<file path="src/hw/edge_pkg.sv">
package edge_pkg;

	//////////////////////////////
	// Array and line geometry
	//////////////////////////////

	localparam int EDGE_BITS  = 32;
	localparam int LINE_EDGES = 8;
	localparam int LANE_BITS  = 3;

	typedef logic [31:0]                       vertex_id_t;
	typedef logic [15:0]                       edge_cnt_t;
	typedef logic [31:0]                       edge_idx_t;
	typedef logic [28:0]                       line_addr_t;
	typedef logic [LANE_BITS-1:0]              lane_t;
	typedef logic [3:0]                        seg_cnt_t;
	typedef logic [LINE_EDGES*EDGE_BITS-1:0]   line_data_t;

	//////////////////////////////
	// Job and pipeline payloads
	//////////////////////////////

	typedef struct packed {
		vertex_id_t id;
		edge_idx_t  first_idx;
		edge_cnt_t  degree;
	} vertex_job_t;

	typedef struct packed {
		edge_cnt_t              id;
		vertex_id_t             src;
		logic [EDGE_BITS-1:0]   dest;
	} edge_job_t;

	// One line worth of wanted entries
	typedef struct packed {
		line_addr_t addr;
		lane_t      lane;
		seg_cnt_t   count;
		vertex_id_t src;
		edge_cnt_t  first_id;
	} segment_t;

	typedef struct packed {
		segment_t   seg;
		line_data_t data;
	} line_beat_t;

	typedef enum logic [1:0] {IDLE, PLAN, ACK_WAIT} planner_state_t;
	typedef enum logic [1:0] {READY, REQ, ACK_LOW} fetch_state_t;

endpackage

</file>
<file path="src/hw/edge_fifo.sv">
`timescale 1ns/1ps

module edge_fifo #(
	parameter int DEPTH = 16
) (
	input  logic                clock,
	input  logic                rstn,
	input  edge_pkg::edge_job_t push_job,
	input  logic                push_valid,
	output logic                push_ready,
	output logic                edge_req,
	output edge_pkg::edge_job_t edge_job,
	input  logic                edge_ack
);

	localparam int AW = $clog2(DEPTH);

	edge_pkg::edge_job_t mem [DEPTH];
	logic [AW:0]         wr_ptr;
	logic [AW:0]         rd_ptr;
	logic                empty;
	logic                full;
	logic                pop;

	// Extra pointer bit tells full from empty
	assign empty      = (wr_ptr == rd_ptr);
	assign full       = (wr_ptr[AW] != rd_ptr[AW]) && (wr_ptr[AW-1:0] == rd_ptr[AW-1:0]);
	assign push_ready = !full;
	assign pop        = edge_req && edge_ack;
	assign edge_job   = mem[rd_ptr[AW-1:0]];

	always_ff @(posedge clock) begin
		if (push_valid && push_ready)
			mem[wr_ptr[AW-1:0]] <= push_job;
	end

	//////////////////////////////
	// Pointers and output side
	//////////////////////////////

	always_ff @(posedge clock or negedge rstn) begin
		if (!rstn) begin
			wr_ptr   <= '0;
			rd_ptr   <= '0;
			edge_req <= 1'b0;
		end else begin
			if (push_valid && push_ready)
				wr_ptr <= wr_ptr + 1'b1;
			if (pop) begin
				rd_ptr   <= rd_ptr + 1'b1;
				edge_req <= 1'b0;
			end else if (!edge_req && !edge_ack && !empty) begin
				// Previous ack must be gone first
				edge_req <= 1'b1;
			end
		end
	end

endmodule

</file>
<file path="src/hw/edge_job_top.sv">
`timescale 1ns/1ps

module edge_job_top #(
	parameter int EDGE_FIFO_DEPTH = 16
) (
	input  logic                  clock,
	input  logic                  rstn,
	input  edge_pkg::line_addr_t  edge_base,
	input  logic                  vtx_req,
	input  edge_pkg::vertex_job_t vtx_job,
	output logic                  vtx_ack,
	output logic                  mem_req,
	output edge_pkg::line_addr_t  mem_addr,
	input  logic                  mem_ack,
	input  edge_pkg::line_data_t  mem_data,
	output logic                  edge_req,
	output edge_pkg::edge_job_t   edge_job,
	input  logic                  edge_ack
);

	edge_pkg::segment_t   seg;
	logic                 seg_valid;
	logic                 seg_ready;
	edge_pkg::line_beat_t beat;
	logic                 beat_valid;
	logic                 beat_ready;
	edge_pkg::edge_job_t  push_job;
	logic                 push_valid;
	logic                 push_ready;

	//////////////////////////////
	// Pipeline stages
	//////////////////////////////

	edge_span_planner planner_i (
		.clock     (clock),
		.rstn      (rstn),
		.edge_base (edge_base),
		.vtx_req   (vtx_req),
		.vtx_job   (vtx_job),
		.vtx_ack   (vtx_ack),
		.seg       (seg),
		.seg_valid (seg_valid),
		.seg_ready (seg_ready)
	);

	// Sole owner of the memory port
	line_fetcher fetcher_i (
		.clock      (clock),
		.rstn       (rstn),
		.seg        (seg),
		.seg_valid  (seg_valid),
		.seg_ready  (seg_ready),
		.mem_req    (mem_req),
		.mem_addr   (mem_addr),
		.mem_ack    (mem_ack),
		.mem_data   (mem_data),
		.beat       (beat),
		.beat_valid (beat_valid),
		.beat_ready (beat_ready)
	);

	edge_unpacker unpacker_i (
		.clock      (clock),
		.rstn       (rstn),
		.beat       (beat),
		.beat_valid (beat_valid),
		.beat_ready (beat_ready),
		.push_job   (push_job),
		.push_valid (push_valid),
		.push_ready (push_ready)
	);

	edge_fifo #(
		.DEPTH (EDGE_FIFO_DEPTH)
	) fifo_i (
		.clock      (clock),
		.rstn       (rstn),
		.push_job   (push_job),
		.push_valid (push_valid),
		.push_ready (push_ready),
		.edge_req   (edge_req),
		.edge_job   (edge_job),
		.edge_ack   (edge_ack)
	);

endmodule

</file>
<file path="src/hw/edge_span_planner.sv">
`timescale 1ns/1ps

module edge_span_planner (
	input  logic                  clock,
	input  logic                  rstn,
	input  edge_pkg::line_addr_t  edge_base,
	input  logic                  vtx_req,
	input  edge_pkg::vertex_job_t vtx_job,
	output logic                  vtx_ack,
	output edge_pkg::segment_t    seg,
	output logic                  seg_valid,
	input  logic                  seg_ready
);

	edge_pkg::planner_state_t state;
	edge_pkg::edge_idx_t      idx_q;
	edge_pkg::edge_cnt_t      remain_q;
	edge_pkg::edge_cnt_t      next_id_q;
	edge_pkg::vertex_id_t     src_q;
	edge_pkg::lane_t          start_lane;
	edge_pkg::seg_cnt_t       room;
	edge_pkg::seg_cnt_t       seg_count;
	logic                     seg_fire;
	logic                     last_seg;

	//////////////////////////////
	// Segment shaping
	//////////////////////////////

	// Entries left in the current line from the start lane on
	assign start_lane = idx_q[edge_pkg::LANE_BITS-1:0];
	assign room       = edge_pkg::seg_cnt_t'(edge_pkg::LINE_EDGES) - edge_pkg::seg_cnt_t'(start_lane);
	assign seg_count  = (remain_q < edge_pkg::edge_cnt_t'(room)) ?
		edge_pkg::seg_cnt_t'(remain_q) : room;

	assign seg.addr     = edge_base + edge_pkg::line_addr_t'(idx_q >> edge_pkg::LANE_BITS);
	assign seg.lane     = start_lane;
	assign seg.count    = seg_count;
	assign seg.src      = src_q;
	assign seg.first_id = next_id_q;

	assign seg_valid = (state == edge_pkg::PLAN);
	assign seg_fire  = seg_valid && seg_ready;
	assign last_seg  = (remain_q == edge_pkg::edge_cnt_t'(seg_count));

	//////////////////////////////
	// Vertex handshake FSM
	//////////////////////////////

	always_ff @(posedge clock or negedge rstn) begin
		if (!rstn) begin
			state   <= edge_pkg::IDLE;
			vtx_ack <= 1'b0;
		end else begin
			case (state)
				edge_pkg::IDLE: begin
					if (vtx_req) begin
						vtx_ack <= 1'b1;
						// Degree zero goes straight to the release phase
						state   <= (vtx_job.degree == '0) ? edge_pkg::ACK_WAIT : edge_pkg::PLAN;
					end
				end
				edge_pkg::PLAN: begin
					if (seg_fire && last_seg)
						state <= edge_pkg::ACK_WAIT;
				end
				edge_pkg::ACK_WAIT: begin
					if (!vtx_req) begin
						vtx_ack <= 1'b0;
						state   <= edge_pkg::IDLE;
					end
				end
				default: state <= edge_pkg::IDLE;
			endcase
		end
	end

	// Job capture and per-segment advance
	always_ff @(posedge clock) begin
		if (state == edge_pkg::IDLE && vtx_req) begin
			idx_q     <= vtx_job.first_idx;
			remain_q  <= vtx_job.degree;
			next_id_q <= '0;
			src_q     <= vtx_job.id;
		end else if (seg_fire) begin
			idx_q     <= idx_q + edge_pkg::edge_idx_t'(seg_count);
			remain_q  <= remain_q - edge_pkg::edge_cnt_t'(seg_count);
			next_id_q <= next_id_q + edge_pkg::edge_cnt_t'(seg_count);
		end
	end

endmodule

</file>
<file path="src/hw/edge_unpacker.sv">
`timescale 1ns/1ps

module edge_unpacker (
	input  logic                 clock,
	input  logic                 rstn,
	input  edge_pkg::line_beat_t beat,
	input  logic                 beat_valid,
	output logic                 beat_ready,
	output edge_pkg::edge_job_t  push_job,
	output logic                 push_valid,
	input  logic                 push_ready
);

	edge_pkg::line_beat_t beat_q;
	edge_pkg::lane_t      cursor;
	edge_pkg::seg_cnt_t   emitted;
	logic                 busy;
	logic                 take_beat;
	logic                 push_fire;
	logic                 last_lane;

	//////////////////////////////
	// Lane selection
	//////////////////////////////

	assign beat_ready = !busy;
	assign take_beat  = beat_valid && beat_ready;
	assign push_valid = busy;
	assign push_fire  = push_valid && push_ready;
	assign last_lane  = (edge_pkg::seg_cnt_t'(emitted + 1'b1) == beat_q.seg.count);

	// Lane 0 sits in the low bits of the line
	assign push_job.id   = beat_q.seg.first_id + edge_pkg::edge_cnt_t'(emitted);
	assign push_job.src  = beat_q.seg.src;
	assign push_job.dest = beat_q.data[edge_pkg::EDGE_BITS*cursor +: edge_pkg::EDGE_BITS];

	//////////////////////////////
	// Walk control
	//////////////////////////////

	always_ff @(posedge clock or negedge rstn) begin
		if (!rstn) begin
			busy <= 1'b0;
		end else begin
			if (take_beat)
				busy <= 1'b1;
			else if (push_fire && last_lane)
				busy <= 1'b0;
		end
	end

	always_ff @(posedge clock) begin
		if (take_beat) begin
			beat_q  <= beat;
			// Skip lanes before the segment start
			cursor  <= beat.seg.lane;
			emitted <= '0;
		end else if (push_fire) begin
			cursor  <= cursor + 1'b1;
			emitted <= emitted + 1'b1;
		end
	end

endmodule

</file>
<file path="src/hw/line_fetcher.sv">
`timescale 1ns/1ps

module line_fetcher (
	input  logic                 clock,
	input  logic                 rstn,
	input  edge_pkg::segment_t   seg,
	input  logic                 seg_valid,
	output logic                 seg_ready,
	output logic                 mem_req,
	output edge_pkg::line_addr_t mem_addr,
	input  logic                 mem_ack,
	input  edge_pkg::line_data_t mem_data,
	output edge_pkg::line_beat_t beat,
	output logic                 beat_valid,
	input  logic                 beat_ready
);

	edge_pkg::fetch_state_t state;
	edge_pkg::segment_t     seg_q;

	assign seg_ready = (state == edge_pkg::READY);
	assign mem_addr  = seg_q.addr;

	//////////////////////////////
	// Memory handshake FSM
	//////////////////////////////

	always_ff @(posedge clock or negedge rstn) begin
		if (!rstn) begin
			state      <= edge_pkg::READY;
			mem_req    <= 1'b0;
			beat_valid <= 1'b0;
		end else begin
			// Beat leaves once the unpacker takes it
			if (beat_valid && beat_ready)
				beat_valid <= 1'b0;

			case (state)
				edge_pkg::READY: begin
					if (seg_valid) begin
						mem_req <= 1'b1;
						state   <= edge_pkg::REQ;
					end
				end
				edge_pkg::REQ: begin
					if (mem_ack) begin
						mem_req    <= 1'b0;
						beat_valid <= 1'b1;
						state      <= edge_pkg::ACK_LOW;
					end
				end
				edge_pkg::ACK_LOW: begin
					// Both ack release and beat hand-off before next segment
					if (!mem_ack && (!beat_valid || beat_ready))
						state <= edge_pkg::READY;
				end
				default: state <= edge_pkg::READY;
			endcase
		end
	end

	always_ff @(posedge clock) begin
		if (seg_ready && seg_valid)
			seg_q <= seg;
		if (state == edge_pkg::REQ && mem_ack) begin
			beat.seg  <= seg_q;
			beat.data <= mem_data;
		end
	end

endmodule
</file>
<file path="config.mk">
export PLATFORM = sky130hd
export DESIGN_NAME = edge_job_top
export DESIGN_NICKNAME = d
export VERILOG_FILES = /design/src/hw/edge_pkg.sv /design/src/hw/edge_fifo.sv /design/src/hw/edge_job_top.sv /design/src/hw/edge_span_planner.sv /design/src/hw/edge_unpacker.sv /design/src/hw/line_fetcher.sv
export SDC_FILE = /design/constraint.sdc
export NUM_CORES = 2
export LEC_CHECK = 0
export BUFFER_PORTS_ARGS = -buffer_cell sky130_fd_sc_hd__buf_4
export CAP_MARGIN = 5
export CORE_MARGIN = 4
export CORE_UTILIZATION = 58
export CTS_CLUSTER_SIZE = 28
export DETAILED_ROUTE_END_ITERATION = 8
export MAX_ROUTING_LAYER = met4
export PLACE_DENSITY = 0.77
export SETUP_SLACK_MARGIN = 0.4
export SLEW_MARGIN = 20
export SYNTH_ARGS = -nofsm -noshare
export SYNTH_HDL_FRONTEND = slang
export SYNTH_SLANG_ARGS = --single-unit
export TNS_END_PERCENT = 10
</file>
<file path="constraint.sdc">
create_clock -name clock -period 10.7 [get_ports clock]
set_input_delay 2.14 -clock clock [delete_from_list [all_inputs] [get_ports clock]]
set_output_delay 2.14 -clock clock [all_outputs]
set_load 0.01 [all_outputs]
</file>
==> metrics.txt <==
outcome complete, no violations; post-DR wirelength/cell 29.0 um; critical path class reg2out; CP cell instances buf_4 > buf_4 > mux4_2 > buf_4; Final Non-Filler Cells 5,989; Core Area 135,000 um^2; first-pass GRT wire length 255,000 um; final worst path period share 0.589; Hold Buf Count CTS 0; DP Area 84,700 um^2; WL final 174,000 um; Mapped Area 79,000 um^2; largest net degree at the start of global routing 188; post-layout net count 4,460; cell repeated most along the worst path buf_4; CP max FO 35; worst clock skew 24.7 ps; die height 377 um; Stages on worst setup path 4; slowest CP cell dfrtp_4; placed insts 5,611; # IOs 482; Flop pwr share 0.465; RSZ-0062 raised after global routing false; fin util 0.671; Max clock buf depth 3; CP required 8560 ps; detailed placement HPWL 91,500 um; ys flop type edfxtp_1; max cap viols 0; Root Driver clkbuf_16; die area 142,000 um^2; synthesis-stage register bit count 2,105; Hold Slack 402 ps; fill count 8,283; setup bufs post-CTS 0; worst reg2reg startpoint planner_i.remain_q[4]; total power 27.6 mW; min-delay src fetcher_i.beat[21]; TritonCTS clock tree done; hold crit path type reg2reg; Tightest Pin Transition 1150 ps; Setup-failing EPs final 0; GRT Total Usage 0.257; TritonRoute pass-1 iters 7; Net Sw Frac 0.307; Critical Path Sink Type primary output; ranking of synthesized cells by area edfxtp_1 (78%), mux4_2 (13%), ha_1 (0.85%), xnor2_1 (0.62%), dfrtp_1 (0.60%); arrival time at the worst endpoint 4160 ps; Routed Antenna Nets 0; synthesized instance count 3,463; TNS Setup 0 ps; die width 377 um; number of global-route vias before repair 38.3k; post-synthesis sequential area ratio 0.796; Syn Nets 3,892; minimum clock period after layout 6300 ps; setup ws final 4400 ps; Core Rows 135; cell area after layout 91,000 um^2; Synthesis Warnings 0; pwr dens 303 nW/um^2; leakage 29.9 nW; CTS H-Tree Depth 4; Port Buffer Count 481; DR iter-0 viols 4,145; Startpoint Class register; Sink Count 2,105; Pint 19.1 mW; Post-Syn Area per Cell 22.8 um^2; DP Worst Slack 5060 ps; starting density of the core 0.583; EDFF count, synth 2,066; top-area cell type share of the netlist area 0.785; VDD IR-drop max 0.000260 V; worst r2r path cells 17; Slew Limit Fails 0; area leader, netlist edfxtp_1; max incr delay on CP 1050 ps; fmax 0.159 GHz; Slew HR 0.234; Comb pwr share 0.294; initial antenna violation count 5; Final Hold Viols 0; Vias per Instance 6.12; Worst setup startpoint fifo_i.rd_ptr[2]; worst skew pair latency 820 ps; FFs w/ async S/R, synth 0.00903; family with the most delay on the worst path buffers and inverters; routability congestion estimate 0.876; Worst-path clk slew 60 ps; Min-Delay Path Depth 0; net switching power 8.47 mW; via count 36.6k; worst path bufs/invs 3; post_cts resized 0; layout cells sized above 1 0.322; count of different cell masters after synthesis 63; total CTS buffers 197; Clk network pwr share 0.241; Layout area overhead 15.1%; gr ovfl total 0; DRC Markers 0
## layer usage
metal	track usage	up-vias	part of all wire
met4	0.0686	0	0.025
met5	-	-	0
met1	0.341	19100	0.38
li1	-	15600	-
met2	0.416	1643	0.52
met3	0.0513	279	0.080
## cell usage in the layout (no fill, tap or decap), types with 12 or more instances in the layout
cell       instances
a21o_1            15
a21oi_1           45
and2_4            12
and3_1            13
buf_4            518
clkbuf_1          37
clkbuf_16        199
clkinv_1          52
clkinv_2          47
dfrtp_1           15
dfxtp_1           20
edfxtp_1        2066
ha_1              54
inv_1             32
mux2_2            33
mux4_2           464
nand2_1           98
nand3_1           25
nand4_1           17
nor2_1            61
nor2b_1           12
o21ai_0           75
xnor2_1           47
xor2_1            50
## state kept, by name (all words and copies together) (netlist names), 16 cells and up
signal / count
planner_i.next_id_q: 16
fetcher_i.seg_q: 55
fetcher_i.beat: 311
fifo_i.mem: 1280
fetcher_i.mem_addr: 29
planner_i.idx_q: 32
unpacker_i.beat_q: 276
planner_i.remain_q: 16
planner_i.src_q: 32
unpacker_i.push_job: 32
## worst paths after layout
kind	endpoint	slack (ps)
worst max-delay path	edge_job[26]	4400
worst min-delay path	unpacker_i.beat_q[21]	400
worst max register to register	planner_i.idx_q[28]	5130
worst min register to register	unpacker_i.beat_q[21]	400
max in group asynchronous	fifo_i.rd_ptr[3]	9210
min in group asynchronous	planner_i.vtx_ack	1210
## final cells by class
cell class	count	area (um^2)	area share
tap	1781	2230	0.0245
inverter	37	159	0.00175
timing repair buffer	526	4040	0.0444
sequential	2105	62900	0.692
clock buffer	239	5160	0.0567
antenna	6	15.0	0.000165
multi-input combinational	1164	15400	0.170
clock inverter	131	1010	0.0111
## power groups by stage
stage,Combinational (mW),Clock (mW),Sequential [mW]
final,8.12,6.65,12.8
after global routing,8.71,7.17,13.0
after CTS,8.19,6.78,12.9
after detailed placement,8.10,0,13.0
after global placement,7.93,0,12.9
after floorplan,5.39,0,12.8
## kinds of logic (layout without fill, tap and decap cells)
group,after synthesis,after routing,share of synthesized area
buffers and inverters,194,933,0.0106
adders and majority gates,59,59,0.00982
other,0,6,0
muxes,498,498,0.137
and+or+nand+nor,304,304,0.0190
DFF,2105,2105,0.796
xor gates and xnor gates,109,109,0.0121
AOI/OAI and AO/OA,194,194,0.0153
## cells in the mapped netlist, types with 5 or more instances
cell / count
a21o_1: 15
nor3b_1: 6
nand4_1: 17
buf_4: 29
nor2_1: 61
fa_1: 5
or3_1: 7
dfrtp_1: 19
o21ai_0: 75
mux2_2: 33
buf_1: 33
mux4_2: 464
nand2_1: 98
xor2_1: 53
nor3_1: 10
o21a_1: 7
and2_1: 18
ha_1: 54
and3_1: 13
nor4_1: 10
o31a_1: 5
nor2b_1: 12
clkbuf_1: 94
nand3_1: 25
inv_1: 36
a211oi_1: 10
xnor2_1: 56
edfxtp_1: 2066
o21bai_1: 5
nand2b_1: 8
dfxtp_1: 20
a21oi_1: 45
## worst reg2reg max path, delay by kind of cell, from the launching register on
family,cells,cell delay (ps)
and+or+nand+nor,7,2340
AOI/OAI and AO/OA,5,1430
adders and majority gates,2,760
DFF,1,450
xor gates and xnor gates,1,170
buffers and inverters,2,150
No activity file was read; power rests on OpenSTA's default activity.
